--- config.mk ---
export PLATFORM = sky130hd
export DESIGN_NAME = ex_decode
export DESIGN_NICKNAME = d
export VERILOG_FILES = /design/src/hdl/ex_pkg.sv /design/src/hdl/ex_decode.sv
export SDC_FILE = /design/constraint.sdc
export NUM_CORES = 1
export LEC_CHECK = 0
export ABC_AREA = 0
export BUFFER_PORTS_ARGS = -buffer_cell sky130_fd_sc_hd__clkbuf_2
export CORE_AREA = 4 4 171 173
export DETAILED_ROUTE_END_ITERATION = 16
export DIE_AREA = 0 0 175 177
export PLACE_DENSITY = 0.43
export SYNTH_ARGS = -nofsm -noshare
export SYNTH_HDL_FRONTEND = slang
export SYNTH_SLANG_ARGS = --single-unit
--- constraint.sdc ---
create_clock -name vclk -period 3.2
set_input_delay 0.48 -clock vclk [all_inputs]
set_output_delay 0.48 -clock vclk [all_outputs]
set_load 0.005 [all_outputs]
--- src/hdl/ex_pkg.sv ---
// Shared types for the execute stage
// Parameter defaults for history width and multiplier depth
// Instruction word as a packed union of memory, operate and branch views
// ALU function and operand select encodings
// Issue, writeback, memory return and LSQ request structs
`default_nettype none

package ex_pkg;

  localparam int HIST_BITS_DEF   = 8;
  localparam int MULT_STAGES_DEF = 4;

  typedef logic [63:0]              xlen_t;
  typedef logic [4:0]               reg_idx_t;
  typedef logic [HIST_BITS_DEF-1:0] pht_idx_t;

  //////////////////////////////////////////////////////////////////////
  // Instruction formats

  typedef struct packed {
    logic [5:0]  opcode;
    reg_idx_t    ra;
    reg_idx_t    rb;
    logic [15:0] disp;       // Sign extended by decode
  } mem_fmt_t;

  // Operand B field is a register or an 8-bit literal, picked by lit_flag
  typedef union packed {
    struct packed {
      reg_idx_t   rb;
      logic [2:0] sbz;
    } r;
    logic [7:0] lit;
  } op_src_b_u;

  typedef struct packed {
    logic [5:0] opcode;
    reg_idx_t   ra;
    op_src_b_u  src_b;
    logic       lit_flag;
    logic [6:0] func;
    reg_idx_t   rc;
  } op_fmt_t;

  typedef struct packed {
    logic [5:0]  opcode;     // Bits 28:26 give the branch condition
    reg_idx_t    ra;
    logic [20:0] disp;       // Longword displacement
  } br_fmt_t;

  typedef union packed {
    mem_fmt_t    mem;
    op_fmt_t     op;
    br_fmt_t     br;
    logic [31:0] raw;
  } ex_inst_u;

  //////////////////////////////////////////////////////////////////////
  // Encodings

  typedef enum logic [4:0] {
    ALU_ADDQ  = 5'h00,
    ALU_SUBQ  = 5'h01,
    ALU_AND   = 5'h02,
    ALU_BIC   = 5'h03,
    ALU_BIS   = 5'h04,
    ALU_ORNOT = 5'h05,
    ALU_XOR   = 5'h06,
    ALU_EQV   = 5'h07,
    ALU_SRL   = 5'h08,
    ALU_SLL   = 5'h09,
    ALU_SRA   = 5'h0a,
    ALU_MULQ  = 5'h0b,
    ALU_CMPEQ = 5'h0c,
    ALU_CMPLT = 5'h0d,
    ALU_CMPLE = 5'h0e,
    ALU_CMPULT = 5'h0f,
    ALU_CMPULE = 5'h10
  } alu_func_e;

  typedef enum logic [1:0] {
    OPA_REGA     = 2'h0,
    OPA_MEM_DISP = 2'h1,
    OPA_NPC      = 2'h2,
    OPA_NOT3     = 2'h3
  } opa_sel_e;

  typedef enum logic [1:0] {
    OPB_REGB    = 2'h0,
    OPB_ALU_IMM = 2'h1,
    OPB_BR_DISP = 2'h2
  } opb_sel_e;

  //////////////////////////////////////////////////////////////////////
  // Buses in and out of the stage

  typedef struct packed {
    logic      valid;
    xlen_t     npc;
    xlen_t     ppc;          // Predicted next PC
    pht_idx_t  pht_idx;
    ex_inst_u  inst;
    reg_idx_t  dest_reg;
    xlen_t     rega;
    xlen_t     regb;
    opa_sel_e  opa_sel;
    opb_sel_e  opb_sel;
    alu_func_e alu_func;
    logic      cond_br;
    logic      uncond_br;
    logic      rd_mem;
    logic      wr_mem;
  } ex_issue_t;

  typedef struct packed {
    logic     valid;
    reg_idx_t dest_reg;
    xlen_t    npc;
    xlen_t    value;
    logic     is_branch;
    logic     taken;
    logic     mispredict;
    pht_idx_t pht_idx;
    xlen_t    cpc;           // Resolved next PC
  } ex_result_t;

  typedef struct packed {
    logic     valid;
    reg_idx_t tag;
    xlen_t    value;
  } ex_mem_ret_t;

  typedef struct packed {
    logic     valid;
    logic     is_store;
    reg_idx_t tag;
    xlen_t    addr;
    xlen_t    value;
  } ex_lsq_req_t;

endpackage

`default_nettype wire
--- src/hdl/ex_decode.sv ---
// Operand build for the execute stage
// Immediates from the instruction union views
// Operand A and B select muxes
// Steering to the ALU port, the multiplier or the LSQ
`timescale 1ns/100ps
`default_nettype none

module ex_decode (
  input  wire ex_pkg::ex_issue_t issue,
  input  wire                    stall,
  output ex_pkg::xlen_t          opa,
  output ex_pkg::xlen_t          opb,
  output logic                   mult_go,
  output logic                   needs_port,
  output logic                   lsq_go
);

  localparam ex_pkg::xlen_t OPB_BAD = 64'hbad0_0b5e_1ec7_0bad;  // Shows up on a bad select

  ex_pkg::xlen_t mem_disp;
  ex_pkg::xlen_t br_disp;
  ex_pkg::xlen_t alu_imm;
  logic          is_mem;
  logic          is_mult;

  //////////////////////////////////////////////////////////////////////
  // Immediates

  assign mem_disp = {{48{issue.inst.mem.disp[15]}}, issue.inst.mem.disp};
  assign br_disp  = {{41{issue.inst.br.disp[20]}}, issue.inst.br.disp, 2'b00};  // Times 4
  assign alu_imm  = {56'b0, issue.inst.op.src_b.lit};                          // Zero extended

  //////////////////////////////////////////////////////////////////////
  // Operand muxes

  always_comb
  begin
    case (issue.opa_sel)
      ex_pkg::OPA_REGA:     opa = issue.rega;
      ex_pkg::OPA_MEM_DISP: opa = mem_disp;
      ex_pkg::OPA_NPC:      opa = issue.npc;
      default:              opa = ~64'h3;   // Alignment mask for jumps
    endcase
  end

  always_comb
  begin
    case (issue.opb_sel)
      ex_pkg::OPB_REGB:    opb = issue.regb;
      ex_pkg::OPB_ALU_IMM: opb = alu_imm;
      ex_pkg::OPB_BR_DISP: opb = br_disp;
      default:             opb = OPB_BAD;
    endcase
  end

  // Upstream decode must never send the unused select with a live instruction
  always_comb
  begin
    if (issue.valid)
    begin
      a_opb_sel : assert #0 (issue.opb_sel != 2'h3)
        else $error("ex_decode: invalid opb select on a valid issue");
    end
  end

  //////////////////////////////////////////////////////////////////////
  // Steering

  assign is_mem  = issue.rd_mem | issue.wr_mem;
  assign is_mult = (issue.alu_func == ex_pkg::ALU_MULQ) && !is_mem;

  // Request level, the arbiter builds stall from it
  assign needs_port = issue.valid & ~is_mem & ~is_mult;

  assign mult_go = issue.valid & is_mult & ~stall;
  assign lsq_go  = issue.valid & is_mem & ~stall;   // Address comes from the ALU

endmodule

`default_nettype wire

## Yosys cells after proc, flatten, opt, wreduce, memory -nomap -nowiden

Index checks and enable logic that the tools add are counted.
Widths: inputs -> output; s select.

- Register bits after elaboration: 0
- Bits of input ports: 316
- Output and inout port bits: 131
- Logic and storage cells: 21

- Eq/ne operators: 5
- Muxes and demuxes: 2
- Bitwise logic cells: 10
- Reductions and logical operators: 4

Operator list:

| operator | count |
|---|---|
| $pmux 64 s3 | 2 |
| $and 1x1->1 | 6 |
| $eq 5x4->1 const B | 1 |
| $eq 2x1->1 const B | 2 |
| $eq 2x2->1 const B | 2 |
| $logic_not 2->1 | 2 |
| $not 1->1 | 3 |
| $logic_and 1x1->1 | 1 |
| $logic_not 1->1 | 1 |
| $or 1x1->1 | 1 |

## Longest topological paths before layout

Gate-level depths: netlist (run 1).

- Word-level depth: 5
- Gate-level depth with buffers: 5
- Depth with buffers taken out: 2

## Worst setup path after synthesis (run 1)

Ideal clock, no wire load.

- Path kind: input -> output
- Start point: input port issue[11] (netlist name)
- End point: output port opa[2]
- Data arrival time: 1.225 ns
- Required time: 2.720 ns
- Setup slack: 1.495 ns
- Stages: 4
- Path buffers: 2
- Cells stage by stage: buf_6 > buf_6 > mux2_2 > o22a_1

- Cells in the longest elaborated chain, start to end: 2
- Elaborated cells on any way between the ends: 4
- Classes of those cells: 2 x eq/ne; 1 x mux; 1 x reduce/logical

Ends and longest elaborated chain:

| item | line | text |
|---|---|---|
| start: declaration | ex_decode.sv:9 | `input wire ex_pkg::ex_issue_t issue,` |
| $eq 2x2->1, or another cell as far along | ex_decode.sv:38 | `case (issue.opa_sel)` |
| $pmux 64 s3 (*) | ex_decode.sv:38 |  |
| end: declaration | ex_decode.sv:11 | `output ex_pkg::xlen_t opa,` |

Every way passes the cells marked *; elsewhere a longest branch is shown, timed or not.

## Final worst setup path (run 1)

- Start point: input port issue[10] (netlist name)
- End point: output port opb[62]

- Cells in the longest elaborated chain, start to end: 2
- Elaborated cells on any way between the ends: 4
- Classes of those cells: 2 x eq/ne; 1 x mux; 1 x reduce/logical

Ends and longest elaborated chain:

| item | line | text |
|---|---|---|
| $eq 2x2->1, or another cell as far along | ex_decode.sv:48 | `case (issue.opb_sel)` |
| $pmux 64 s3 (*) | ex_decode.sv:48 |  |
| end: declaration | ex_decode.sv:12 | `output ex_pkg::xlen_t opb,` |

Marked as above.

==> flow_summary.toml, run 1 <==
[run_status]
status = "finished, final reports clean"

[sta]
worst_pin_slew_ps = 578.4
fin_crit_sh_pct = 72.51
slew_viol_final = 0
clock.fmax_mhz = 431.0
finalSetupTns_ps = 0
layout_min_cycle_time_ps = 2320
rsz0062_at_grt = "false"
hold_viol = 0
setup_violations = 0
slew_headroom_pct = 61.44

[grt]
grt_usage_pct = 7.989
grt.overflow.total = 0
grt_max_degree = 106
grt_pass1_wl_um = 20040
antenna_found_initial = 1
grt_pass1_vias = 3690

[cells_and_area]
fill_cells = 3231
drive_above_1_share_pct = 60.39
multi_input_area_mm2 = 0.001888
regArea_um2 = 0
final_cells = 1038
nClkBuffers = 0
fin_nets = 977
sequential_cell_total = 0
area_delta_synth_final_pct = 96.26

[setup_path]
crit_type = "in -> out"
endpoint_kind = "output port"
arrival_ps = 1840
setup.worst_path.start_class = "primary input"
critical_path_peak_fanout = 17
cp.required_ps = 2720

[placed_design]
place_inst = 1037
dpl.hpwl_um = 12260
gp_congestion = 0.7461
port_buffers = 357

[clocking]
post_cts_buffers = 0
cts_hold_buf = 0
ctsResizeCount = 0

[run]
cap_violations = 0

[synth]
syn_nets = 649
postSynthCellCount = 333
yosys_warnings = 0
synth.most_common_cell = "o21ai_0"
netlist_area_mm2 = 0.002208
syn_avg_cell_area_um2 = 6.632
ys_seq_area_share_pct = 0
synth_common_cells = "o21ai_0, nor2_1, a21o_1"
yosysTopAreaCellShare_pct = 14.28
synth_area_leaders = "o21ai_0, a21o_1, o31ai_1"
yosys.area.top_type = "o21ai_0"
synth_cell_type_count = 28

[routing]
route.detailed.wl_per_inst_um = 13.66
vias = 3762
via_per_inst = 3.624
drtIter0Drc = 115
firstDrtPassIters = 4
drt-total-wl_um = 14180
drc = 0
ant_nets = 0

[power]
powerDensity_mw_per_mm2 = 138.2
ir_worst_vdd_v = 0.00005645
p_leak_nw = 2.532

[floorplan]
die_area_mm2 = 0.03098
die_height_um = 177
placementRows = 61
core_mm2 = 0.02763
pin_count = 447
die_w_um = 175
initial_utilization_pct = 7.993

[worst_hold_path]
min_path_type = "in -> out"
## cells in the final DEF (no fill, tap or decap), types with 2 or more instances in the layout
cell      instances
mux2_4            5
nor2_1           59
clkbuf_2        355
o21ai_0          63
inv_1            11
o22a_1           17
mux2_2            8
mux2_1            4
o31ai_2          10
o31ai_1          39
buf_12            2
o22ai_1           4
a21o_1           42
mux2i_1          13
buf_4            15
## metal layers
metal	vias to the layer above	part of all wire [%]	global-route usage (%)
met5	-	0	0
met4	0	0.73	0.8838
met3	4	9.4	1.624
met2	229	52	15.84
met1	1647	38	9.030
li1	1882	-	-
## path summary, 6_finish.rpt
path / to / slack, ps / start / cells after the start
max: opb[62] / 880 / issue[10] / 6
min: lsq_go / 1190 / stall / 3
## kinds of logic (layout without fill, tap and decap cells)
logic type | Yosys count | after routing | synth area share, %
compound gates | 177 | 177 | 56.15
simple gates | 69 | 69 | 13.94
other cells | 0 | 1 | 0
mux | 30 | 30 | 15.41
buf+inv | 57 | 383 | 14.50
## power by group
part	internal (W)	total, W	switching (W)
Clock	0.0000000000419	0.0000000000419	0
Combinational	0.000308	0.000599	0.000291
Sequential	0	0	0
Total	0.000308	0.000599	0.000291
## critical path: stages
cell      delay (ps)
clkbuf_2         240
buf_4            310
and3b_1          280
buf_4            260
a21o_1           150
clkbuf_2         120
## layout make-up
cell class	count	share of cell area, %
diodes	1	0.05774
inverters	11	0.9527
multi-input cells	276	43.56
well taps	378	10.91
repair buffers	372	44.51
## through the flow
stage / total power (W) / setup WS (ps) / cell area, um^2 / hold slack [ps] / utilization, %
floorplan: 0.0002793 / 1495 / 2208 / 993.2 / -
global placement: 0.0006086 / 848.3 / 4332 / 1196 / 15.68
detailed placement: 0.0006069 / 868.2 / 4332 / 1190 / 15.68
CTS: 0.0006100 / 866.7 / 4332 / 1191 / 15.68
global route: 0.0006597 / 762.1 / 4334 / 1201 / 15.69
finish: 0.0005989 / 879.8 / 4334 / 1194 / 15.69
Power figures use the tool's default switching activity.
==> run 2, diff against run 1 <==
Settings changed: ABC_AREA 0 to 1, CORE_AREA 4 4 171 173 to 4 4 170 172, DIE_AREA 0 0 175 177 to 0 0 174 176.
Clock period 3.2 ns to 1.9 ns, I/O delays scaled along.
==> flow_summary.toml, run 2 <==
[worst_hold_path]
holdPathStages = 4
min_path_type = "in -> out"
min-delay-start = "issue[32]"
holdPathEnd = "opb[19]"

[grt]
grt_usage_pct = 7.672
antenna_found_initial = 0
grt_max_degree = 65
grt_pass1_vias = 3572
grt_pass1_wl_um = 19150
grt.overflow.total = 0

[floorplan]
core_mm2 = 0.02748
die_height_um = 176
die_area_mm2 = 0.03062
pin_count = 447
placementRows = 61
die_w_um = 174
initial_utilization_pct = 6.694

[power]
ir_worst_vdd_v = 0.00007835
powerDensity_mw_per_mm2 = 224.2
p_leak_nw = 2.518

[setup_path]
setup.worst_path.start_class = "primary input"
endpoint_kind = "output port"
critical_path_peak_fanout = 50
arrival_ps = 1370
cp.required_ps = 1620
crit_type = "in -> out"

[routing]
route.detailed.wl_per_inst_um = 11.86
highest_layer = "met3"
drtIter0Drc = 140
via_per_inst = 3.454
ant_nets = 0
wl_met1_um = 5286
drt-total-wl_um = 13240
drc = 0
dr_wl_met2_um = 6834
firstDrtPassIters = 4
vias = 3855
dr_wl_met3_um = 1115

[cells_and_area]
antenna_cells = 0
layout_commonest_cell = "clkbuf_2"
fill_cells = 3250
regArea_um2 = 0
nClkBuffers = 0
final_area_mm2 = 0.004058
final_cell_mix = "clkbuf_2, nand2_1, nand3_1"
drive_above_1_share_pct = 49.35
fin_nets = 1088
final_util_pct = 14.77
area_delta_synth_final_pct = 120.6
sequential_cell_total = 0

[sta]
fin_ws_ps = 248.0
clock.fmax_mhz = 605.3
worst_pin_slew_ps = 317.7
slew_headroom_pct = 78.82
slew_viol_final = 0
hold_viol = 0
fin_crit_sh_pct = 86.95
hold_slack_ps = 837.7
rsz0062_at_grt = "false"
setup_violations = 0
finalSetupTns_ps = 0
layout_min_cycle_time_ps = 1652

[synth]
ys_seq_area_share_pct = 0
netlist_area_mm2 = 0.001839
synth.most_common_cell = "nand2_1"
synth_area_leaders = "nand2_1, nand3_1, o21ai_0"
synth_cell_type_count = 16
syn_avg_cell_area_um2 = 4.267
yosysTopAreaCellShare_pct = 56.53
synth_common_cells = "nand2_1, nand3_1, o21ai_0"
yosys.area.top_type = "nand2_1"
yosys_warnings = 0
postSynthCellCount = 431
syn_nets = 747

[placed_design]
placed_cell_area_mm2 = 0.004058
gp_congestion = 0.7845
port_buffers = 357
dpl.hpwl_um = 11630
post-place-ws_ps = 202.2

[run]
cap_violations = 0

[clocking]
ctsResizeCount = 0
post_cts_buffers = 0
cts_hold_buf = 0

[run_status]
status = "finished, final reports clean"
-- run 2: logic make-up (layout without fill, tap and decap cells) --
family / after synthesis / in the layout / synth area share [%]
compound gates: 26 / 26 / 7.279
simple gates: 361 / 361 / 80.00
buf+inv: 44 / 383 / 12.72
-- run 2: through the flow --
stage	cells	power (W)
floorplan	431	0.0003545
global placement	1116	0.0009302
detailed placement	1116	0.0009283
CTS	1116	0.0009327
global route	1116	0.001026
finish	1116	0.0009096
-- run 2: power breakdown --
part / internal (W) / switching [W]
combinational: 0.000448 / 0.000462
clock: 0 / 0
sequential: 0 / 0
-- run 2: metal layers --
metal  vias up  GRT usage [%]
met5         -              0
met4         0              0
met3         0          1.242
met2       210          15.01
met1      1614          9.359
li1       2031              -
-- run 2: layout make-up --
cell class | instances | area [um^2] | area share (%)
repair buffers | 373 | 1969 | 48.54
multi-input cells | 387 | 1618 | 39.87
well taps | 346 | 432.9 | 10.67
inverters | 10 | 37.54 | 0.9251
-- run 2: worst max path at each step --
| stage | start | to | slack, ps |
|---|---|---|---|
| after floorplan | issue[12] | opa[39] | 670 |
| after global placement | issue[12] | opa[25] | 230 |
| after detailed placement | issue[12] | opa[25] | 200 |
| after CTS | issue[12] | opa[25] | 200 |
| after global routing | issue[12] | opa[25] | 100 |
| final | issue[12] | opa[25] | 250 |
-- run 2: critical path: stages --
cell and delay [ps]:
clkbuf_2 280, inv_1 120, nor2_4 110, buf_12 230, nand2_1 70, nand3_1 120
clkbuf_2 130
==> run 3, diff against run 2 <==
Settings changed: PLACE_DENSITY 0.43 to 0.42.
Clock period 1.9 ns to 2 ns, I/O delays scaled along.
==> flow_summary.toml, run 3 (synthesis gave the netlist of run 2 again) <==
[placed_design]
post-place-ws_ps = 253.6
place_inst = 1117
port_buffers = 357
gp_congestion = 0.7540
dpl.hpwl_um = 11960

[cells_and_area]
sequential_cell_total = 0
drive_above_1_share_pct = 49.42
area_delta_synth_final_pct = 121.8
final_cells = 1118
regArea_um2 = 0
nClkBuffers = 0
fin_nets = 1089
final_cell_mix = "clkbuf_2, nand2_1, nand3_1"
layout_commonest_cell = "clkbuf_2"

[routing]
via_per_inst = 3.491
drt-total-wl_um = 13540
ant_nets = 0
drtIter0Drc = 109
route.detailed.wl_per_inst_um = 12.11
vias = 3903
drc = 0
firstDrtPassIters = 4

[setup_path]
setup.worst_path.start_class = "primary input"
cp.required_ps = 1700
crit_type = "in -> out"
endpoint_kind = "output port"
critical_path_peak_fanout = 12
cp-startpoint = "issue[12]"
arrival_ps = 1450
crit_path_end = "opa[57]"

[sta]
finalSetupTns_ps = 0
slew_viol_final = 0
layout_min_cycle_time_ps = 1746
clock.fmax_mhz = 572.8
hold_viol = 0
fin_crit_sh_pct = 87.30
slew_headroom_pct = 73.20
rsz0062_at_grt = "false"
fin_ws_ps = 254.1
worst_pin_slew_ps = 400.4
setup_violations = 0

[floorplan]
die_w_um = 174
initial_utilization_pct = 6.694
die_area_mm2 = 0.03062
die_height_um = 176
pin_count = 447
placementRows = 61
core_mm2 = 0.02748

[clocking]
cts_hold_buf = 0
post_cts_buffers = 0
ctsResizeCount = 0

[power]
p_sw_w = 0.0004416
combPwrFrac_pct = 100.0
p_int_w = 0.0004308
total_power_w = 0.0008724
p_sw_share_pct = 50.62
p_seq_share_pct = 0
ir_worst_vdd_v = 0.00006219
p_leak_nw = 2.526
power.share.clock_pct = 0
powerDensity_mw_per_mm2 = 213.8

[grt]
grt_pass1_wl_um = 20070
grt.overflow.total = 0
grt_usage_pct = 7.951
grt_pass1_vias = 3741
antenna_found_initial = 0
grt_max_degree = 65

[run_status]
status = "finished, final reports clean"

[run]
cap_violations = 0

[worst_hold_path]
min_path_type = "in -> out"
-- run 3: cell types whose count changed in the layout (fill, tap and decap cells not counted) --
cell and delta:
buf_12 +1, diode_2 +1
-- run 3: worst max-delay path, cell delays in order --
cell	delay (ps)
clkbuf_2	240
o21ai_4	410
buf_4	260
nand3_1	100
clkbuf_2	120
-- run 3: layout make-up --
type                            count  area, um^2
Fill cell                        3273       23400
Timing Repair Buffer              374        1989
Tap cell                          346       432.9
Inverter                           10       37.54
Antenna cell                        1       2.502
Multi-Input combinational cell    387        1618
-- run 3: power by group through the flow --
| stage | clock, W | combinational [W] | sequential [W] |
|---|---|---|---|
| finish | 0.0000000000180 | 0.000872 | 0 |
| global route | 0 | 0.000983 | 0 |
| CTS | 0 | 0.000895 | 0 |
| detailed placement | 0 | 0.000890 | 0 |
| global placement | 0 | 0.000898 | 0 |
| floorplan | 0 | 0.000337 | 0 |
-- run 3: worst min-delay path by stage --
stage	startpoint	to	slack (ps)	cells after the start
global placement	issue[26]	opb[13]	870	4
global route	issue[43]	opb[30]	890	4
detailed placement	issue[26]	opb[13]	870	4
finish	issue[26]	opb[13]	870	4
CTS	issue[26]	opb[13]	870	4
floorplan	issue[314]	needs_port	680	2
-- run 3: routing by layer --
metal  wire [um]  GRT usage (%)
met1        5355          9.450
met2        7036          15.63
met3        1085          1.392
met4          65         0.3299
met5           0              0
-- run 3: per-stage QoR --
step / area (um^2) / utilization, % / hold WS, ps
after global placement: 4078 / 14.84 / 868.5
after floorplan: 1839 / - / 684.2
after global routing: 4078 / 14.84 / 889.2
final: 4080 / 14.85 / 868.2
after CTS: 4078 / 14.84 / 870.7
after detailed placement: 4078 / 14.84 / 870.7
