`config.mk`:
```
export PLATFORM = sky130hd
export DESIGN_NAME = ex_result_arbiter
export DESIGN_NICKNAME = d
export VERILOG_FILES = /design/src/hdl/ex_pkg.sv /design/src/hdl/ex_result_arbiter.sv
export SDC_FILE = /design/constraint.sdc
export NUM_CORES = 1
export LEC_CHECK = 0
export BUFFER_PORTS_ARGS = -buffer_cell sky130_fd_sc_hd__buf_4
export CORE_AREA = 10 10 385 387
export CTS_CLUSTER_DIAMETER = 30
export DETAILED_ROUTE_END_ITERATION = 16
export DIE_AREA = 0 0 395 397
export SETUP_SLACK_MARGIN = 0.05
export SKIP_LAST_GASP = 1
export SYNTH_ARGS = -nofsm -noshare
export SYNTH_HDL_FRONTEND = slang
export SYNTH_SLANG_ARGS = --single-unit
```
`constraint.sdc`:
```
create_clock -name clock -period 3.2 [get_ports clock]
set_input_delay 0.64 -clock clock [delete_from_list [all_inputs] [get_ports clock]]
set_output_delay 0.64 -clock clock [all_outputs]
set_load 0.02 [all_outputs]
```
`src/hdl/ex_pkg.sv`:
```
// Shared types for the execute stage
// Parameter defaults for history width and multiplier depth
// Instruction word as a packed union of memory, operate and branch views
// ALU function and operand select encodings
// Issue, writeback, memory return and LSQ request structs
`default_nettype none

package ex_pkg;

  localparam int HIST_BITS_DEF   = 8;
  localparam int MULT_STAGES_DEF = 4;

  typedef logic [63:0]              xlen_t;
  typedef logic [4:0]               reg_idx_t;
  typedef logic [HIST_BITS_DEF-1:0] pht_idx_t;

  //////////////////////////////////////////////////////////////////////
  // Instruction formats

  typedef struct packed {
    logic [5:0]  opcode;
    reg_idx_t    ra;
    reg_idx_t    rb;
    logic [15:0] disp;       // Sign extended by decode
  } mem_fmt_t;

  // Operand B field is a register or an 8-bit literal, picked by lit_flag
  typedef union packed {
    struct packed {
      reg_idx_t   rb;
      logic [2:0] sbz;
    } r;
    logic [7:0] lit;
  } op_src_b_u;

  typedef struct packed {
    logic [5:0] opcode;
    reg_idx_t   ra;
    op_src_b_u  src_b;
    logic       lit_flag;
    logic [6:0] func;
    reg_idx_t   rc;
  } op_fmt_t;

  typedef struct packed {
    logic [5:0]  opcode;     // Bits 28:26 give the branch condition
    reg_idx_t    ra;
    logic [20:0] disp;       // Longword displacement
  } br_fmt_t;

  typedef union packed {
    mem_fmt_t    mem;
    op_fmt_t     op;
    br_fmt_t     br;
    logic [31:0] raw;
  } ex_inst_u;

  //////////////////////////////////////////////////////////////////////
  // Encodings

  typedef enum logic [4:0] {
    ALU_ADDQ  = 5'h00,
    ALU_SUBQ  = 5'h01,
    ALU_AND   = 5'h02,
    ALU_BIC   = 5'h03,
    ALU_BIS   = 5'h04,
    ALU_ORNOT = 5'h05,
    ALU_XOR   = 5'h06,
    ALU_EQV   = 5'h07,
    ALU_SRL   = 5'h08,
    ALU_SLL   = 5'h09,
    ALU_SRA   = 5'h0a,
    ALU_MULQ  = 5'h0b,
    ALU_CMPEQ = 5'h0c,
    ALU_CMPLT = 5'h0d,
    ALU_CMPLE = 5'h0e,
    ALU_CMPULT = 5'h0f,
    ALU_CMPULE = 5'h10
  } alu_func_e;

  typedef enum logic [1:0] {
    OPA_REGA     = 2'h0,
    OPA_MEM_DISP = 2'h1,
    OPA_NPC      = 2'h2,
    OPA_NOT3     = 2'h3
  } opa_sel_e;

  typedef enum logic [1:0] {
    OPB_REGB    = 2'h0,
    OPB_ALU_IMM = 2'h1,
    OPB_BR_DISP = 2'h2
  } opb_sel_e;

  //////////////////////////////////////////////////////////////////////
  // Buses in and out of the stage

  typedef struct packed {
    logic      valid;
    xlen_t     npc;
    xlen_t     ppc;          // Predicted next PC
    pht_idx_t  pht_idx;
    ex_inst_u  inst;
    reg_idx_t  dest_reg;
    xlen_t     rega;
    xlen_t     regb;
    opa_sel_e  opa_sel;
    opb_sel_e  opb_sel;
    alu_func_e alu_func;
    logic      cond_br;
    logic      uncond_br;
    logic      rd_mem;
    logic      wr_mem;
  } ex_issue_t;

  typedef struct packed {
    logic     valid;
    reg_idx_t dest_reg;
    xlen_t    npc;
    xlen_t    value;
    logic     is_branch;
    logic     taken;
    logic     mispredict;
    pht_idx_t pht_idx;
    xlen_t    cpc;           // Resolved next PC
  } ex_result_t;

  typedef struct packed {
    logic     valid;
    reg_idx_t tag;
    xlen_t    value;
  } ex_mem_ret_t;

  typedef struct packed {
    logic     valid;
    logic     is_store;
    reg_idx_t tag;
    xlen_t    addr;
    xlen_t    value;
  } ex_lsq_req_t;

endpackage

`default_nettype wire
```
`src/hdl/ex_result_arbiter.sv`:
```
// Writeback arbiter for the execute stage
// Fixed priority: memory return, multiplier, ALU or branch
// Stall to decode and hold to the multiplier
// Registered result bus and LSQ request
`timescale 1ns/100ps
`default_nettype none

module ex_result_arbiter (
  input  wire                      clock,
  input  wire                      rst_n,
  input  wire ex_pkg::ex_mem_ret_t mem_ret,
  input  wire                      mult_done,
  input  wire [4:0]                mult_tag,
  input  wire ex_pkg::xlen_t       mult_npc,
  input  wire ex_pkg::xlen_t       mult_product,
  input  wire ex_pkg::xlen_t       alu_out,
  input  wire                      taken,
  input  wire                      mispredict,
  input  wire ex_pkg::xlen_t       cpc,
  input  wire ex_pkg::ex_issue_t   issue,
  input  wire                      needs_port,
  input  wire                      lsq_go,
  input  wire                      mult_go,
  output logic                     stall,
  output logic                     mult_hold,
  output ex_pkg::ex_result_t       result,
  output ex_pkg::ex_lsq_req_t      lsq_req
);

  logic                port_busy;   // A higher-priority source wants the bus
  logic                mult_req;    // mulq sitting on issue
  logic                alu_take;
  logic                is_branch;
  ex_pkg::ex_result_t  res_nxt;
  ex_pkg::ex_lsq_req_t lsq_nxt;

  //////////////////////////////////////////////////////////////////////
  // Back-pressure

  assign port_busy = mem_ret.valid | mult_done;
  assign mult_hold = mem_ret.valid & mult_done;   // Memory return wins the bus
  assign mult_req  = issue.valid && issue.alu_func == ex_pkg::ALU_MULQ
                     && !(issue.rd_mem || issue.wr_mem);

  assign stall    = (needs_port & port_busy) | (mult_req & mult_hold);
  assign alu_take = needs_port & ~stall;
  assign is_branch = issue.cond_br | issue.uncond_br;

  //////////////////////////////////////////////////////////////////////
  // Next writeback

  always_comb
  begin
    res_nxt = '0;
    if (mem_ret.valid)
    begin
      res_nxt.valid    = 1'b1;
      res_nxt.dest_reg = mem_ret.tag;   // Load dest_reg came back as the tag
      res_nxt.value    = mem_ret.value;
    end
    else if (mult_done)
    begin
      res_nxt.valid    = 1'b1;
      res_nxt.dest_reg = mult_tag;
      res_nxt.npc      = mult_npc;
      res_nxt.value    = mult_product;
    end
    else if (alu_take)
    begin
      res_nxt.valid      = 1'b1;
      res_nxt.dest_reg   = issue.dest_reg;
      res_nxt.npc        = issue.npc;
      res_nxt.value      = alu_out;
      res_nxt.is_branch  = is_branch;
      res_nxt.taken      = is_branch & taken;
      res_nxt.mispredict = is_branch & mispredict;
      res_nxt.pht_idx    = issue.pht_idx;
      res_nxt.cpc        = cpc;
    end
  end

  // Store data is register A, the address is base plus displacement
  assign lsq_nxt = '{valid:    lsq_go,
                     is_store: issue.wr_mem,
                     tag:      issue.dest_reg,
                     addr:     alu_out,
                     value:    issue.rega};

  always_ff @(posedge clock)
  begin
    result  <= res_nxt;
    lsq_req <= lsq_nxt;
    if (!rst_n)
    begin
      result.valid  <= 1'b0;
      lsq_req.valid <= 1'b0;
    end
  end

  //////////////////////////////////////////////////////////////////////
  // Checks

  // A held product is not a second writer, it waits a cycle
  a_one_source : assert property (@(posedge clock) disable iff (!rst_n)
    $onehot0({mem_ret.valid, mult_done & ~mult_hold, alu_take}));

  // Decode steers each accepted instruction down one path only
  a_one_path : assert property (@(posedge clock) disable iff (!rst_n)
    $onehot0({alu_take, mult_go, lsq_go}));

endmodule

`default_nettype wire

```
# --- After elaboration in Yosys (flattened, before gate mapping) ---
# Cells that the tools add are included.
totals:
  register_bits: 344
  output_inout_bits: 346
  elab_cells: 35
op_classes:
  eq_ne: 1
  n_mux: 4
  bitwise: 11
  n_reduce_logical: 5
op_table:
  columns: ["cell", "n"]
  rows:
  - ["$mux 209", 1]
  - ["$mux 134", 1]
  - ["$mux 64", 1]
  - ["$and 1x1->1", 6]
  - ["$mux 6", 1]
  - ["$eq 5x4->1 const B", 1]
  - ["$or 1x1->1", 3]
  - ["$reduce_or 3->1", 1]
  - ["$logic_and 1x1->1", 2]
  - ["$not 1->1", 2]
  - ["$logic_not 1->1", 1]
  - ["$logic_or 1x1->1", 1]

# --- Depth between registers and ports, before layout ---
# Gate-level depths: netlist of the first run.
logic_depth:
  depth_word: 10
  ltp_mapped: 6
  ltp_nobuf: 3

# --- Worst setup path before layout of the first run ---
# Ideal clock, no wire load.
synth_timing:
  path_type: "input to output"
  start: "input port mem_ret[69] (netlist name)"
  end: "output port stall"
  arrival_time_ps: 1665
  path_slack_ps: 895
  stages: 5
  n_path_buf: 3
  cell_sequence: "buf_6 -> buf_4 -> buf_4 -> nand2_1 -> o31ai_1"
synth_between:
  elab_chain_cells: 3
  word_cells_on_any_way: 5
synth_lines:
  columns: ["item", "line_no", "rtl"]
  rows:
  - ["start: declaration", "ex_result_arbiter.sv:11", "input wire ex_pkg::ex_mem_ret_t mem_ret,"]
  - ["$or 1x1->1 / $and 1x1->1 (equally long branches)", "ex_result_arbiter.sv:40, ex_result_arbiter.sv:41", null]
  - ["$and 1x1->1", "ex_result_arbiter.sv:45", "assign stall = (needs_port & port_busy) | (mult_req & mult_hold);"]
  - ["$or 1x1->1 *", "ex_result_arbiter.sv:45", null]
  - ["end: declaration", "ex_result_arbiter.sv:24", "output logic stall,"]
# Mark *: on every way between the ends. The rest lies on a longest branch, timed or not.

# --- Worst setup path after layout of the first run ---
layout_timing:
  start: "input port issue[8] (netlist name)"
  end: "output port stall"
layout_between:
  elab_chain_cells: 5
layout_lines:
  columns: ["item", "line_no", "rtl"]
  rows:
  - ["start: declaration", "ex_result_arbiter.sv:20", "input wire ex_pkg::ex_issue_t issue,"]
  - ["$eq 5x4->1", "ex_result_arbiter.sv:42", "assign mult_req = issue.valid && issue.alu_func == ex_pkg::ALU_MULQ"]
  - ["$logic_and 1x1->1", "ex_result_arbiter.sv:42", null]
  - ["$logic_and 1x1->1", "ex_result_arbiter.sv:43", "&& !(issue.rd_mem || issue.wr_mem);"]
  - ["$and 1x1->1", "ex_result_arbiter.sv:45", null]
  - ["$or 1x1->1", "ex_result_arbiter.sv:45", null]
# Every way passes these cells.

==> reports/summary.txt, run 1 <==
global-route wire length before repair -> 117,000 um
Max FO, Critical Path -> 1
Worst-Margin Slew -> 0.822 ns
Critical Path End Type -> output port
Startpoint Class -> primary input
Total GRT Usage -> 0.115
drt via density -> 2.87
post-synth top area share -> 0.717
Post-DP Area -> 18,000 um^2
DP Worst Slack -> 0.368 ns
die area -> 157,000 um^2
HP Class -> in2reg
Clock transition at path regs -> 0.05 ns
Vias -> 10,772
Worst EP required -> 2.56 ns
Yosys top cell by area -> dfxtp_1
die height -> 397 um
EDFF count, synth -> 0
worst path arrival time -> 2.27 ns
library cells used by synthesis -> 20
Design Area, Final -> 22,100 um^2
PortBufs -> 834
clk sinks -> 344
Synth Net Count -> 1,478
vias in the first global route -> 11,058
synth top area cells -> dfxtp_1 72%, a22oi_1 10%, and2_1 4.9%, o21ai_0 3.3%, nand2_1 2.7%
hold path depth -> 1
Pwr Density -> 742 nW/um^2
RSZ-0062 raised after global routing -> no
synthesis-to-finish area growth -> 130%
Final Max Tran Viols -> 0
Leak Pwr -> 9.80 nW
# fillers -> 15,782
layout cells sized above 1 -> 0.549
final hold vios -> 0
Final GP Congestion -> 0.864
Final Critical Period -> 2.91 ns
hpwl dp -> 82,800 um
most frequent cell after synthesis -> dfxtp_1
Longest Clk Path Bufs -> 3
Post-Syn Area per Cell -> 11.7 um^2
DR pass1 iterations -> 5
critical path type -> in2out
DR WL/cell -> 25.4 um
FMAX -> 344 MHz
CTS tree -> built
VDD IR max -> 328 uV
Yosys warning count -> 0
setup TNS -> 0 ns
Initial Utilization -> 0.0684
Synth Flop Type -> dfxtp_1
gr ovfl total -> 0
htree depth -> 3
CORE AREA -> 141,000 um^2
IO Pins -> 1,000
status -> finished, final reports clean
clock buffer count from CTS -> 92
initial antenna violation count -> 72
Final ANT Viol Nets -> 0
#FFs+latches synth -> 344
CTS resizes -> 0
pin count of the biggest net entering global routing -> 87
DRC violation total after the first TritonRoute iteration -> 510
drc violations -> 0
Tcrit/Tclk final -> 0.909
Max Cap Violations -> 0
Post-Syn Area -> 9610 um^2
Async SR Flop Fraction -> 0
layout net count -> 2,420
root cell of the clock tree -> clkbuf_16
synthesized instance count -> 824
chip width -> 395 um
sequential-to-total area share from yosys stat -> 0.717
final WL -> 95,100 um
row cnt -> 138
worst setup margin -> 0.292 ns
Finish-stage setup viols -> 0
slew margin rel. -> 0.452
Synth top cells by count -> 344 x dfxtp_1, 133 x a22oi_1, 75 x and2_1, 70 x nand2_1
worst paths after layout:
path	from	to	slack, ns
worst min-delay path	issue[128]	lsq_req[51]	0.08
worst max-delay path	issue[8]	stall	0.29
sequential cells by signal (all words and copies together) (netlist names):
signal,cells
lsq_req,135
result,209
worst max-delay path, stage by stage:
cell and delay, ns:
buf_4 0.11, nor4bb_1 0.27, nand4b_1 0.27, o31ai_1 0.67
buf_4 0.30
cells by family (layout without fill, tap and decap cells):
kind of cell,Yosys count,after routing,share of synthesized area
AOI/OAI and AO/OA,206,206,0.143
DFF,344,344,0.717
other,0,15,0
and+or+nand+nor,213,213,0.106
buffers and inverters,61,1079,0.0346
cell usage in the layout, fill, tap and decap left out, types with 2 or more instances in the layout:
master and n:
buf_4 841, dfxtp_1 344, a22oi_1 133, clkbuf_16 92, and2_1 75, nand2_1 70, o21ai_0 64, nor2_1 64
dlygate4sd3_1 62, bufinv_16 17, diode_2 15, clkinvlp_4 12, clkinv_2 11, inv_6 11, clkinv_4 8, clkbuf_1 7
clkbuf_8 7, o21ai_1 6, clkinv_16 3, buf_12 3, clkinv_8 2
timing repair:
action                                 CTS  global route
hold buffers                            62             0
endpoints found under the hold margin   62             0
buffers inserted                         0             0
where the power goes:
part	internal [mW]	switching, mW
registers	4.54	0.0740
clock network	6.83	3.13
logic	0.833	0.986
final cells by class:
| class | count | area (um^2) | share of cell area |
|---|---|---|---|
| Timing Repair Buffer | 908 | 7020 | 0.318 |
| Sequential cell | 344 | 6890 | 0.312 |
| Clock buffer | 105 | 2410 | 0.109 |
| Multi-Input combinational cell | 419 | 2400 | 0.108 |
| Tap cell | 1890 | 2360 | 0.107 |
| Clock inverter | 65 | 965 | 0.0437 |
| Antenna cell | 15 | 37.5 | 0.00170 |
| Inverter | 1 | 3.75 | 0.000170 |
stage by stage:
step | util | instances | hold WS [ns] | power (mW)
global route | 0.157 | 3735 | 0.0181 | 17.0
CTS | 0.157 | 3732 | 0.00311 | 16.7
global placement | 0.128 | 3500 | 0.745 | 6.47
floorplan | - | 824 | 0.668 | 5.24
finish | 0.157 | 3747 | 0.0763 | 16.4
detailed placement | 0.128 | 3500 | 0.746 | 6.48
per-layer routing:
layer  GRT usage  vias up  part of all wire
li1            -     4751                 -
met4      0.0302       58             0.024
met3      0.0623      187              0.12
met1       0.125     5009              0.37
met5           0        -            0.0042
met2       0.193      767              0.48
Note: power is estimated with default switching activity, not from simulation.
==> run 2: changes to the inputs <==
- REMOVE_ABC_BUFFERS: unset -> 1
==> reports/summary.txt, run 2 (synthesis results as in run 1) <==
PortBufs -> 834
status -> finished, final reports clean
Final Critical Period -> 2.89 ns
DR pass1 iterations -> 5
Finish-stage setup viols -> 0
Clock transition at path regs -> 0.04 ns
hold_ws -> 0.0792 ns
FMAX -> 346 MHz
commonest non-fill, non-tap cell in the layout -> buf_4
CP most frequent cell -> buf_4
HP Class -> in2reg
worst setup margin -> 0.308 ns
worst path arrival time -> 2.25 ns
Worst-Margin Slew -> 0.698 ns
# fillers -> 15,802
largest register by flop count -> result
layout net count -> 2,452
multi-input logic area -> 2400 um^2
Worst EP required -> 2.56 ns
chip width -> 395 um
hpwl dp -> 97,700 um
clock buffer count from CTS -> 99
sequential cell area -> 6890 um^2
DRC violation total after the first TritonRoute iteration -> 666
Pwr Density -> 748 nW/um^2
Final Max Tran Viols -> 0
Final GP Congestion -> 0.863
row cnt -> 138
Critical Path End Type -> output port
VDD IR max -> 420 uV
# placed instances -> 3,514
commonest non-fill, non-tap cells in the layout -> 852 x buf_4, 344 x dfxtp_1, 133 x a22oi_1, 99 x clkbuf_16, 75 x and2_1
initial antenna violation count -> 101
die height -> 397 um
final cell count without fillers -> 3,790
hold_sp -> issue[145]
final WL -> 111,000 um
critical path type -> in2out
DP Worst Slack -> 0.659 ns
global-route wire length before repair -> 135,000 um
Vias -> 11,378
Leak Pwr -> 9.99 nW
final hold vios -> 0
vias in the first global route -> 11,817
Final ANT Viol Nets -> 0
CORE AREA -> 141,000 um^2
Top Family by Delay on Critical Path -> buffers and inverters
Worst Path Buf+Inv -> 3
synthesis-to-finish area growth -> 134%
Max Cap Violations -> 0
gr ovfl total -> 0
drc violations -> 0
Slowest-stage cell, CP -> dlygate4sd3_1
root cell of the clock tree -> clkbuf_16
biggest regs -> result x209, lsq_req x135
Longest Clk Path Bufs -> 3
Total GRT Usage -> 0.135
IO Pins -> 1,000
drt via density -> 3.00
die area -> 157,000 um^2
clk sinks -> 344
htree depth -> 3
RSZ-0062 raised after global routing -> no
worst setup path start -> issue[0]
DR WL/cell -> 29.3 um
Max FO, Critical Path -> 2
pin count of the biggest net entering global routing -> 72
max reg flops -> 209
Tcrit/Tclk final -> 0.904
layout cells sized above 1 -> 0.551
CTS tree -> built
slew margin rel. -> 0.535
setup TNS -> 0 ns
Initial Utilization -> 0.0684
Startpoint Class -> primary input
chain of cells forming the critical path -> dlygate4sd3_1 > buf_4 > nor4bb_1 > nand4b_1 > o31ai_1 > buf_4
slowest stage delay, CP -> 0.55 ns
## run 2: cell count changes in the layout (fill, tap and decap cells not counted), sizes merged
cell,previous run,this run
inv,13,2
dlygate4sd3,62,73
clkbuf,106,118
clkinv,24,35
bufinv,17,14
clkinvlp,12,16
buf,845,859
diode,15,20
## run 2: area by class of cell
class / instances / share of cell area
antenna: 20 / 0.00222
timing repair buffer: 933 / 0.323
sequential: 344 / 0.306
inverter: 1 / 0.000167
clock buffer: 117 / 0.117
clock inverter: 66 / 0.0396
tap: 1890 / 0.105
multi-input combinational: 419 / 0.106
## run 2: through the flow
stage / instance area [um^2] / utilization / power [mW]
after global placement: 18200 / 0.129 / 6.56
after floorplan: 9280 / - / 5.17
after CTS: 22500 / 0.160 / 17.1
after global routing: 22500 / 0.160 / 17.4
after detailed placement: 18200 / 0.129 / 6.57
final: 22500 / 0.160 / 16.8
## run 2: final timing paths
| check | depth (start not counted) | end | slack, ns |
|---|---|---|---|
| worst max-delay path | 6 | stall | 0.31 |
| worst min-delay path | 1 | lsq_req[132] | 0.08 |
## run 2: routing by layer
| metal | share of wire | track usage |
|---|---|---|
| met3 | 0.12 | 0.0666 |
| met1 | 0.40 | 0.160 |
| met2 | 0.46 | 0.218 |
| met5 | 0.0041 | 0 |
| met4 | 0.021 | 0.0282 |
## run 2: power by group
part	leakage, nW	switching [mW]	internal [mW]
sequential	2.87	0.0811	4.54
clock	1.68	3.29	7.01
combinational	5.45	1.05	0.859
total	9.99	4.42	12.4
## run 2: timing repair
| action | 4_1_cts | 5_1_grt |
|---|---|---|
| hold endpoints to repair | 73 | 0 |
| hold buffers | 73 | 0 |
| resized for setup | 0 | 0 |
| buffers inserted | 0 | 0 |
| endpoints found under the setup margin | 0 | 0 |
==> run 3: changes to the inputs <==
- ABC_AREA: unset -> 1
- CORE_AREA: 10 10 385 387 -> 10 10 384 386
- CTS_CLUSTER_SIZE: unset -> 16
- DIE_AREA: 0 0 395 397 -> 0 0 394 396
==> reports/summary.txt, run 3 <==
status -> finished, final reports clean
chain of cells forming the critical path -> dlygate4sd3_1 > buf_4 > inv_1 > nand2_1 > nor2_1 > nand3_1 > nand2_1 > buf_4
synthesized instance count -> 1,056
most frequent cell after synthesis -> dfxtp_1
slew margin rel. -> 0.376
Finish-stage setup viols -> 0
post-synth top area share -> 0.681
worst setup path start -> issue[0]
Longest Clk Path Bufs -> 3
CTS resizes -> 0
# fillers -> 15,690
Leak Pwr -> 10.4 nW
final WL -> 109,000 um
Final Max Tran Viols -> 0
Clock transition at path regs -> 0.04 ns
IO Pins -> 1,000
Tcrit/Tclk final -> 0.807
multi-input logic area -> 2550 um^2
VDD IR max -> 431 uV
Yosys warning count -> 0
Synth Flop Type -> dfxtp_1
hpwl dp -> 93,000 um
clock buffer count from CTS -> 107
HP Class -> in2reg
PortBufs -> 834
Top Family by Delay on Critical Path -> buffers and inverters
final cell count without fillers -> 3,963
Async SR Flop Fraction -> 0
Worst-Margin Slew -> 0.936 ns
synthesis-to-finish area growth -> 126%
Pwr Density -> 769 nW/um^2
# placed instances -> 3,705
gr ovfl total -> 0
DRC violation total after the first TritonRoute iteration -> 658
pin count of the biggest net entering global routing -> 76
layout cells sized above 1 -> 0.493
worst path arrival time -> 1.94 ns
#FFs+latches synth -> 344
die height -> 396 um
chip width -> 394 um
Vias -> 12,233
global-route wire length before repair -> 135,000 um
Max FO, Critical Path -> 2
drc violations -> 0
htree depth -> 3
sequential cell area -> 6890 um^2
DR pass1 iterations -> 5
Initial Utilization -> 0.0727
critical path type -> in2out
DR WL/cell -> 27.4 um
worst setup margin -> 0.619 ns
initial antenna violation count -> 86
final hold vios -> 0
Critical Path End Type -> output port
Total GRT Usage -> 0.133
max reg flops -> 209
Pwr Total -> 17.6 mW
commonest non-fill, non-tap cells in the layout -> 840 x buf_4, 344 x dfxtp_1, 202 x a21oi_1, 145 x nor2_1, 134 x nand3_1
hold bufs inserted after CTS -> 49
drt via density -> 3.09
FMAX -> 387 MHz
root cell of the clock tree -> clkbuf_16
Core Util, Final -> 0.164
Post-Syn Area per Cell -> 9.58 um^2
Worst EP required -> 2.56 ns
slowest stage delay, CP -> 0.54 ns
DP Worst Slack -> 0.663 ns
sequential-to-total area share from yosys stat -> 0.681
largest register by flop count -> result
Worst Path Buf+Inv -> 4
library cells used by synthesis -> 16
hold_sp -> alu_out[2]
CTS tree -> built
layout net count -> 2,641
commonest non-fill, non-tap cell in the layout -> buf_4
synth top area cells -> dfxtp_1 68%, a21oi_1 10%, nand3_1 6.6%, nor2_1 5.4%, inv_1 2.9%
Yosys top cell by area -> dfxtp_1
die area -> 156,000 um^2
setup bufs post-CTS -> 0
biggest regs -> result x209, lsq_req x135
EDFF count, synth -> 0
CORE AREA -> 139,000 um^2
row cnt -> 137
RSZ-0062 raised after global routing -> no
Max Cap Violations -> 0
Final Critical Period -> 2.58 ns
clk sinks -> 344
Slowest-stage cell, CP -> dlygate4sd3_1
vias in the first global route -> 12,611
Synth top cells by count -> 344 x dfxtp_1, 202 x a21oi_1, 145 x nor2_1, 134 x nand3_1, 79 x inv_1
hold_ws -> 0.0813 ns
Final ANT Viol Nets -> 0
Final GP Congestion -> 0.879
Startpoint Class -> primary input
Post-Syn Area -> 10,100 um^2
run 3: changes by cell type after synthesis, sizes merged, moves of 2 or more:
cell	delta
nand2	+2
buf	+24
inv	+79
a21oi	+202
and2	-75
nand3	+134
o21ai	-69
clkbuf	-10
a22oi	-133
nor2	+82
run 3: per-stage QoR:
step,setup TNS (ns),area [um^2]
after floorplan,-0.0938,9730
after global placement,0,18500
after detailed placement,0,18500
after CTS,0,22800
after global routing,0,22800
final,0,22900
run 3: logic make-up after synthesis:
kind of cell	Yosys count	share of synthesized area
flip-flops	344	0.681
AO/OA/AOI/OAI	204	0.101
AND/OR/NAND/NOR	354	0.150
buffers and inverters	154	0.0679
run 3: cell type report:
type | instances | share of cell area
timing repair buffer | 896 | 0.302
sequential | 344 | 0.301
clock buffer | 146 | 0.131
multi-input combinational | 558 | 0.112
tap | 1876 | 0.103
clock inverter | 50 | 0.0362
inverter | 80 | 0.0132
antenna | 13 | 0.00142
run 3: final timing paths:
check                      to  depth (start not counted)  slack (ns)
hold / removal    lsq_req[66]                          1        0.08
setup / recovery        stall                          8        0.62
run 3: per-layer routing:
metal / GRT usage / vias to the layer above / wire (um)
li1: - / 5331 / -
met1: 0.151 / 5706 / 42400
met2: 0.207 / 878 / 48600
met3: 0.0728 / 250 / 13100
met4: 0.0531 / 68 / 4090
met5: 0 / - / 423
run 3: where the power goes:
part | internal (mW) | switching [mW] | total, mW
combinational | 0.814 | 1.04 | 1.85
clock | 7.91 | 3.19 | 11.1
sequential | 4.54 | 0.0903 | 4.63
